File: src/logic/bp_pkg.sv
// Shared widths, RV32 opcodes and table encodings, imported by every block of the branch predictor
`default_nettype none

package bp_pkg;

    // Address and opcode field widths
    localparam int XLEN = 32;
    localparam int OP_W = 7;

    // RV32 opcodes of the control transfer instructions the unit learns
    localparam logic [OP_W-1:0] OP_BRANCH = 7'b1100011;
    localparam logic [OP_W-1:0] OP_JAL    = 7'b1101111;
    localparam logic [OP_W-1:0] OP_JALR   = 7'b1100111;

    // Saturating direction counter whose MSB predicts taken
    localparam int               CTR_W    = 2;
    localparam logic [CTR_W-1:0] CTR_INIT = 2'b00;
    localparam logic [CTR_W-1:0] CTR_MAX  = 2'b11;

    // Kind of control transfer held in a BTB entry
    localparam int                KIND_W      = 2;
    localparam logic [KIND_W-1:0] KIND_NONE   = 2'd0;
    localparam logic [KIND_W-1:0] KIND_BRANCH = 2'd1;
    localparam logic [KIND_W-1:0] KIND_JUMP   = 2'd2;

endpackage

`default_nettype wire
File: src/logic/branch_predictor.sv
// Branch prediction unit top level, giving a same-cycle next-PC guess and training from execute
`timescale 1ns/1ps
`default_nettype none

module branch_predictor
    import bp_pkg::*;
#(
    parameter int NUM_BTB_ENTRIES = 32,
    parameter int NUM_GHR_BITS    = 8
) (
    input  logic            clk,
    input  logic            reset_i,
    input  logic [XLEN-1:0] pc_i,
    input  logic            fetch_valid_i,
    input  logic            stall_i,
    input  logic            flush_i,
    input  logic            ghr_clear_i,
    input  logic            upd_valid_i,
    input  logic [OP_W-1:0] upd_op_i,
    input  logic            upd_taken_i,
    input  logic [XLEN-1:0] upd_target_i,
    output logic            pred_taken_o,
    output logic [XLEN-1:0] next_pc_o
);

    logic [NUM_GHR_BITS-1:0] pht_index;
    logic                    counter_msb;
    logic                    btb_hit;
    logic [KIND_W-1:0]       btb_kind;
    logic [XLEN-1:0]         btb_target;
    logic                    exe_update;
    logic [XLEN-1:0]         exe_pc;
    logic [NUM_GHR_BITS-1:0] exe_pht_index;

    lookup_pipe #(
        .NUM_GHR_BITS(NUM_GHR_BITS)
    ) lookup_pipe_inst (
        .clk            (clk),
        .reset_i        (reset_i),
        .fetch_valid_i  (fetch_valid_i),
        .stall_i        (stall_i),
        .flush_i        (flush_i),
        .pc_i           (pc_i),
        .pht_index_i    (pht_index),
        .upd_valid_i    (upd_valid_i),
        .exe_update_o   (exe_update),
        .exe_pc_o       (exe_pc),
        .exe_pht_index_o(exe_pht_index)
    );

    btb_table #(
        .NUM_BTB_ENTRIES(NUM_BTB_ENTRIES)
    ) btb_table_inst (
        .clk         (clk),
        .reset_i     (reset_i),
        .pc_i        (pc_i),
        .update_i    (exe_update),
        .upd_pc_i    (exe_pc),
        .upd_op_i    (upd_op_i),
        .upd_taken_i (upd_taken_i),
        .upd_target_i(upd_target_i),
        .hit_o       (btb_hit),
        .kind_o      (btb_kind),
        .target_o    (btb_target)
    );

    gshare_pht #(
        .NUM_GHR_BITS(NUM_GHR_BITS)
    ) gshare_pht_inst (
        .clk          (clk),
        .reset_i      (reset_i),
        .pc_i         (pc_i),
        .ghr_clear_i  (ghr_clear_i),
        .update_i     (exe_update),
        .upd_op_i     (upd_op_i),
        .upd_taken_i  (upd_taken_i),
        .upd_index_i  (exe_pht_index),
        .pht_index_o  (pht_index),
        .counter_msb_o(counter_msb)
    );

    predict_select predict_select_inst (
        .pc_i         (pc_i),
        .hit_i        (btb_hit),
        .kind_i       (btb_kind),
        .target_i     (btb_target),
        .counter_msb_i(counter_msb),
        .pred_taken_o (pred_taken_o),
        .next_pc_o    (next_pc_o)
    );

endmodule

`default_nettype wire

File: src/logic/predict_select.sv
// Next-PC selection from the BTB lookup and the gshare counter of the current fetch PC
`timescale 1ns/1ps
`default_nettype none

module predict_select
    import bp_pkg::*;
(
    input  logic [XLEN-1:0]   pc_i,
    input  logic              hit_i,
    input  logic [KIND_W-1:0] kind_i,
    input  logic [XLEN-1:0]   target_i,
    input  logic              counter_msb_i,
    output logic              pred_taken_o,
    output logic [XLEN-1:0]   next_pc_o
);

    // Jumps are always taken, branches follow the counter
    always_comb begin
        pred_taken_o = 1'b0;
        if (hit_i) begin
            if (kind_i == KIND_JUMP) begin
                pred_taken_o = 1'b1;
            end else if (kind_i == KIND_BRANCH) begin
                pred_taken_o = counter_msb_i;
            end
        end
    end

    // Fall through to the next sequential instruction
    assign next_pc_o = pred_taken_o ? target_i : pc_i + XLEN'(4);

endmodule

`default_nettype wire

File: src/logic/gshare_pht.sv
// Gshare direction predictor with the global history register and 2-bit counter table
`timescale 1ns/1ps
`default_nettype none

module gshare_pht
    import bp_pkg::*;
#(
    parameter int NUM_GHR_BITS = 8
) (
    input  logic                    clk,
    input  logic                    reset_i,
    input  logic [XLEN-1:0]         pc_i,
    input  logic                    ghr_clear_i,
    input  logic                    update_i,
    input  logic [OP_W-1:0]         upd_op_i,
    input  logic                    upd_taken_i,
    input  logic [NUM_GHR_BITS-1:0] upd_index_i,
    output logic [NUM_GHR_BITS-1:0] pht_index_o,
    output logic                    counter_msb_o
);

    localparam int PHT_ENTRIES = 1 << NUM_GHR_BITS;

    logic [NUM_GHR_BITS-1:0] ghr;
    logic [CTR_W-1:0]        pht [PHT_ENTRIES];
    logic [CTR_W-1:0]        upd_ctr;
    logic                    pht_we;

    // Word address of the fetch PC hashed with the history
    assign pht_index_o   = pc_i[NUM_GHR_BITS+1:2] ^ ghr;
    assign counter_msb_o = pht[pht_index_o][CTR_W-1];

    // Only conditional branches train direction
    assign pht_we  = update_i && (upd_op_i == OP_BRANCH);
    assign upd_ctr = pht[upd_index_i];

    always_ff @(posedge clk) begin
        if (reset_i) begin
            for (int i = 0; i < PHT_ENTRIES; i++) begin
                pht[i] <= CTR_INIT;
            end
        end else if (pht_we) begin
            if (upd_taken_i && (upd_ctr != CTR_MAX)) begin
                pht[upd_index_i] <= upd_ctr + 1'b1;
            end else if (!upd_taken_i && (upd_ctr != '0)) begin
                pht[upd_index_i] <= upd_ctr - 1'b1;
            end
        end
    end

    // Newest outcome enters at the MSB, clear beats the shift
    always_ff @(posedge clk) begin
        if (reset_i || ghr_clear_i) begin
            ghr <= '0;
        end else if (pht_we) begin
            ghr <= {upd_taken_i, ghr[NUM_GHR_BITS-1:1]};
        end
    end

    // Counters never wrap around at either end
    a_sat_up: assert property (@(posedge clk) disable iff (reset_i)
        pht_we && upd_taken_i |=> pht[$past(upd_index_i)] >= $past(upd_ctr));

    a_sat_down: assert property (@(posedge clk) disable iff (reset_i)
        pht_we && !upd_taken_i |=> pht[$past(upd_index_i)] <= $past(upd_ctr));

endmodule

`default_nettype wire

File: src/logic/btb_table.sv
// Direct-mapped branch target buffer, looked up by the fetch PC and written from execute
`timescale 1ns/1ps
`default_nettype none

module btb_table
    import bp_pkg::*;
#(
    parameter int NUM_BTB_ENTRIES = 32
) (
    input  logic              clk,
    input  logic              reset_i,
    input  logic [XLEN-1:0]   pc_i,
    input  logic              update_i,
    input  logic [XLEN-1:0]   upd_pc_i,
    input  logic [OP_W-1:0]   upd_op_i,
    input  logic              upd_taken_i,
    input  logic [XLEN-1:0]   upd_target_i,
    output logic              hit_o,
    output logic [KIND_W-1:0] kind_o,
    output logic [XLEN-1:0]   target_o
);

    localparam int IDX_W = $clog2(NUM_BTB_ENTRIES);

    logic [XLEN-1:0]            tag_q    [NUM_BTB_ENTRIES];
    logic [XLEN-1:0]            target_q [NUM_BTB_ENTRIES];
    logic [KIND_W-1:0]          kind_q   [NUM_BTB_ENTRIES];
    logic [NUM_BTB_ENTRIES-1:0] valid_q;

    logic [IDX_W-1:0]  rd_idx;
    logic [IDX_W-1:0]  wr_idx;
    logic              is_jump;
    logic              is_branch;
    logic              wr_en;
    logic [KIND_W-1:0] wr_kind;

    // Word aligned PCs, so the index starts at bit 2
    assign rd_idx = pc_i[IDX_W+1:2];
    assign wr_idx = upd_pc_i[IDX_W+1:2];

    // Jumps always allocate, branches only once seen taken
    always_comb begin
        is_jump   = (upd_op_i == OP_JAL) || (upd_op_i == OP_JALR);
        is_branch = (upd_op_i == OP_BRANCH);
        wr_en     = update_i && (is_jump || (is_branch && upd_taken_i));
        wr_kind   = is_jump ? KIND_JUMP : KIND_BRANCH;
    end

    always_ff @(posedge clk) begin
        if (reset_i) begin
            valid_q <= '0;
        end else if (wr_en) begin
            valid_q[wr_idx] <= 1'b1;
        end
    end

    // A new write replaces the old entry at that index
    always_ff @(posedge clk) begin
        if (wr_en) begin
            tag_q[wr_idx]    <= upd_pc_i;
            target_q[wr_idx] <= upd_target_i;
            kind_q[wr_idx]   <= wr_kind;
        end
    end

    // Full PC as tag, so aliasing PCs never hit
    assign hit_o    = valid_q[rd_idx] && (tag_q[rd_idx] == pc_i);
    assign kind_o   = kind_q[rd_idx];
    assign target_o = target_q[rd_idx];

    a_write_has_kind: assert property (@(posedge clk) disable iff (reset_i)
        wr_en |=> valid_q[$past(wr_idx)] && (kind_q[$past(wr_idx)] != KIND_NONE));

endmodule

`default_nettype wire

File: src/logic/lookup_pipe.sv
// Decode and execute stage registers that carry each fetched PC and its PHT index to training
`timescale 1ns/1ps
`default_nettype none

module lookup_pipe
    import bp_pkg::*;
#(
    parameter int NUM_GHR_BITS = 8
) (
    input  logic                    clk,
    input  logic                    reset_i,
    input  logic                    fetch_valid_i,
    input  logic                    stall_i,
    input  logic                    flush_i,
    input  logic [XLEN-1:0]         pc_i,
    input  logic [NUM_GHR_BITS-1:0] pht_index_i,
    input  logic                    upd_valid_i,
    output logic                    exe_update_o,
    output logic [XLEN-1:0]         exe_pc_o,
    output logic [NUM_GHR_BITS-1:0] exe_pht_index_o
);

    logic                    dec_valid;
    logic [XLEN-1:0]         dec_pc;
    logic [NUM_GHR_BITS-1:0] dec_pht_index;
    logic                    exe_valid;
    logic [XLEN-1:0]         exe_pc;
    logic [NUM_GHR_BITS-1:0] exe_pht_index;

    // Flush wins over stall for the valid bits
    always_ff @(posedge clk) begin
        if (reset_i || flush_i) begin
            dec_valid <= 1'b0;
            exe_valid <= 1'b0;
        end else if (!stall_i) begin
            dec_valid <= fetch_valid_i;
            exe_valid <= dec_valid;
        end
    end

    // PC and index move one stage per unstalled edge
    always_ff @(posedge clk) begin
        if (!stall_i) begin
            if (fetch_valid_i) begin
                dec_pc        <= pc_i;
                dec_pht_index <= pht_index_i;
            end
            exe_pc        <= dec_pc;
            exe_pht_index <= dec_pht_index;
        end
    end

    // The only place where a resolved outcome is qualified
    assign exe_update_o    = upd_valid_i && exe_valid;
    assign exe_pc_o        = exe_pc;
    assign exe_pht_index_o = exe_pht_index;

    // A stalled stage keeps whatever live content it holds
    a_stall_holds: assert property (@(posedge clk) disable iff (reset_i)
        stall_i && !flush_i |=>
            $stable({dec_valid, exe_valid}) &&
            (!dec_valid || $stable({dec_pc, dec_pht_index})) &&
            (!exe_valid || $stable({exe_pc, exe_pht_index})));

endmodule

`default_nettype wire

File: config.mk
export PLATFORM = sky130hd
export DESIGN_NAME = branch_predictor
export DESIGN_NICKNAME = d
export VERILOG_FILES = /design/src/logic/bp_pkg.sv /design/src/logic/branch_predictor.sv /design/src/logic/predict_select.sv /design/src/logic/gshare_pht.sv /design/src/logic/btb_table.sv /design/src/logic/lookup_pipe.sv
export SDC_FILE = /design/constraint.sdc
export NUM_CORES = 2
export LEC_CHECK = 0
export ABC_AREA = 1
export BUFFER_PORTS_ARGS = -buffer_cell sky130_fd_sc_hd__buf_2
export CORE_UTILIZATION = 60
export CTS_BUF_LIST = sky130_fd_sc_hd__clkbuf_8
export DETAILED_ROUTE_END_ITERATION = 16
export MAX_ROUTING_LAYER = met4
export PLACE_DENSITY = 0.76
export SLEW_MARGIN = 15
export SYNTH_ARGS = -nofsm -noshare
export SYNTH_HDL_FRONTEND = slang
export SYNTH_HIERARCHICAL = 1
export SYNTH_SLANG_ARGS = --single-unit
File: constraint.sdc
create_clock -name clk -period 8.25 [get_ports clk]
set_clock_uncertainty 0.15 [all_clocks]
set_input_delay 1.2375 -clock clk [delete_from_list [all_inputs] [get_ports clk]]
set_output_delay 1.2375 -clock clk [all_outputs]
set_load 0.02 [all_outputs]
==> summary.md <==
| Metric | Value |
|---|---|
| Distinct cells, synth | 47 |
| Gate Count Post-Synth | 11100 |
| Nets | 11200 |
| Reg2reg end | gshare_pht_inst/pht[89][1] |
| CTS Hold Buffers Added | 0 |
| Die area | 0.199 mm2 |
| Fin. max-slew vios | 0 |
| Placer Congestion | 0.938 |
| Reg-to-reg slack, setup | 2.48 ns |
| Setup TNS Final | 0 ns |
| Final setup vio count | 0 |
| Crit path capture type | output pin |
| Multi-input gate area | 0.0323 mm2 |
| Yosys warning total | 6 |
| Ys flop type | edfxtp_1 |
| Clock sink count | 2746 |
| Die boundary height | 447 um |
| Switching share of power | 24.8% |
| Tmin final | 7.37 ns |
| P_int | 21.1 mW |
| Vias in the first global route | 84400 |
| Status | complete, no violations |
| Initial antenna violation count | 22 |
| Power Total | 28.0 mW |
| Flop and latch count out of synthesis | 2746 |
| Met2 usage | 56.1% |
| Longest Clk Path Bufs | 4 |
| Fin area | 0.129 mm2 |
| CORE AREA | 0.196 mm2 |
| Largest net degree at the start of global routing | 244 |
| Flop pwr share | 55.4% |
| Num CTS Buffers | 436 |
| Placed cell area | 0.121 mm2 |
| RSZ-0062 raised after global routing | no |
| Clk Tree Root Cell | clkbuf_8 |
| Starting DRT DRC Count | 14100 |
| Worst setup margin | 0.885 ns |
| GR Layer Usage met3 | 7.02% |
| Post-CTS Resized | 0 |
| GRT Overall Usage | 36.1% |
| PwrDens | 218 mW/mm2 |
| Detail Placement HPWL | 187 mm |
| Global route hottest layer | met2 |
| Pre-CTS WS | 1.16 ns |
| Min-Delay Path Class | reg2reg |
| Final hold vios | 0 |
| Final non-filler cell total | 14100 |
| Final WL | 355 mm |
| Reg area | 0.0820 mm2 |
| Post-layout util | 65.9% |
| TritonRoute pass-1 iters | 7 |
| Proportion of layout cells with a drive suffix above 1 | 7.92% |
| Io pins | 112 |
| Post-route ant nets | 0 |
| CTS H-tree lvls | 5 |
| R2R cell count | 20 |
| Crit Path Class | in2out |
| Most common cell after layout, fill and taps aside | nand2_1 |
| Max Clk Rate | 136 MHz |
| Worst R2R Start | lookup_pipe_inst/exe_pht_index_o[1] |
| Crit path launch type | input port |
| Worst EP arrival | 5.98 ns |
| First-pass GRT wire length | 518 mm |
| Slew Limit Headroom | 11.2% |
| Worst-Margin Slew | 1.33 ns |
| Postcts setup bufs | 0 |
| NetSw | 6.95 mW |
| Die width | 447 um |
| Final period util | 89.3% |
| GRT overflow | 0 |
| Synthesis-to-layout area growth | 8.72% |
| Port Buf Inserts | 111 |
| Worst Path Required | 6.86 ns |
| Syn Std Cell Area | 0.119 mm2 |
| Residual DRC | 0 |
| Async SR Flop Fraction | 0% |
| Mean Syn Cell Area | 10.7 um2 |
| Drt wl/cell | 25.2 um |
| Clock power frac | 37.3% |
| Syn Nets | 11200 |
| Clock slew at reported path FFs | 0.06 ns |
| Fillers | 14200 |
| Seq/Total Area, Yosys | 69.2% |
| Worst skew pair latency | 1.09 ns |
| Post-synth EDFFs | 2704 |
| GRT met1 Usage | 42.8% |
| Dpl cells | 13300 |
| CTS tree | done |
| Leak | 47.3 nW |
| Initial cell density of the core | 60.6% |
| Most frequent cells in the layout | nand2_1, edfxtp_1, nor2_1 |
| Peak supply drop | 0.164 mV |
| Std cell rows | 162 |
| Total number of vias | 88700 |
| Combinational Power Share | 7.3% |
| Setup crit end | next_pc_o[11] |
| Vias per cell | 6.30 |
| Critical path launch point | pc_i[2] |
| Hold Slack | 0.262 ns |
| Max_cap viols | 0 |
| Crit path max fanout | 243 |
## synthesized netlist by cell type (4+ instances only)
library cell	instances	area (um2)
a21oi_1	72	360
a31oi_1	14	87.6
a32o_1	4	40.0
buf_1	41	154
buf_2	276	1380
buf_4	81	608
buf_6	26	293
clkbuf_1	329	1230
dfxtp_1	42	841
edfxtp_1	2704	81200
inv_1	232	871
inv_2	9	33.8
nand2_1	3178	11900
nand2_2	8	50.1
nand3_1	1031	5160
nand3b_1	5	37.5
nand4_1	4	25.0
nor2_1	1647	6180
nor2_2	5	31.3
nor2_4	8	90.1
nor3_1	5	25.0
nor4_1	5	31.3
o211ai_1	38	285
o21ai_0	807	4040
o21ai_1	113	566
o21ba_2	8	80.1
o221ai_1	92	806
o22ai_1	266	1660
o31ai_1	7	52.6
o32ai_1	4	35.0
or2_1	8	50.1
or2_2	7	43.8
xnor2_1	8	70.1
xor2_1	5	43.8
## registers in the layout, summed over array words and instances, names as in the netlist, 8 cells and up
signal,cells
btb_table_inst/tag_q,1024
btb_table_inst/target_q,1024
gshare_pht_inst/pht,512
btb_table_inst/kind_q,64
btb_table_inst/valid_q,32
lookup_pipe_inst/dec_pc,32
lookup_pipe_inst/exe_pc_o,32
gshare_pht_inst/ghr,8
lookup_pipe_inst/dec_pht_index,8
lookup_pipe_inst/exe_pht_index_o,8
## worst max-delay path, cell delays in order
cell	delay, ns
buf_8	0.37
buf_12	0.73
nand2_1	0.14
nand3_1	0.16
nand3_1	0.10
nand2_1	0.09
nand2_1	0.06
nand2_1	0.08
nand2_1	0.07
nand2_1	0.12
nand2_1	0.05
a21oi_1	0.27
nand2_1	0.14
nor2_1	0.30
nand2_1	0.09
nor2_1	0.10
a21boi_1	0.18
nand2_1	0.10
inv_2	0.46
nand2_1	0.10
o21ai_1	0.43
buf_2	0.29
## worst min-delay path by stage
stage	from	to	slack, ns	cells after the start
floorplan	lookup_pipe_inst/dec_pc[0]	lookup_pipe_inst/exe_pc_o[0]	0.25	0
global placement	lookup_pipe_inst/dec_pc[19]	lookup_pipe_inst/exe_pc_o[19]	0.25	0
detailed placement	lookup_pipe_inst/dec_pc[18]	lookup_pipe_inst/exe_pc_o[18]	0.25	0
CTS	pc_i[31]	lookup_pipe_inst/dec_pc[31]	0.20	1
global route	pc_i[11]	lookup_pipe_inst/dec_pc[11]	0.22	1
finish	lookup_pipe_inst/dec_pc[18]	lookup_pipe_inst/exe_pc_o[18]	0.26	0
## per-layer routing
layer	vias to the layer above	routed length (um)	part of all wire [%]
li1	38600	-	-
met1	42000	119000	34
met2	6556	164000	46
met3	1527	43900	12
met4	0	27500	7.7
met5	-	0	0
## final cells by class
class / instances / area share, %
antenna: 18 / 0.0349
tap: 2624 / 2.55
timing repair buffer: 304 / 2.08
clock inverter: 313 / 1.09
sequential: 2746 / 63.6
clock buffer: 449 / 4.79
multi-input combinational: 7367 / 25.1
inverter: 245 / 0.763
## power groups by stage
stage | registers, mW | logic, mW | clock network [mW]
finish | 15.5 | 2.05 | 10.4
global route | 15.6 | 2.18 | 11.0
CTS | 15.5 | 1.98 | 10.4
detailed placement | 15.8 | 1.97 | 0
global placement | 15.8 | 1.93 | 0
floorplan | 15.8 | 1.27 | 0
## cells by family after synthesis
logic type / count (synthesis) / share of synthesized area [%]
fa+ha+maj: 1 / 0.0105
simple gates: 5920 / 20.0
compound gates: 1433 / 6.81
xor+xnor: 13 / 0.0960
buf+inv: 998 / 3.88
flops: 2746 / 69.2
(Power assumes the default switching activity.)
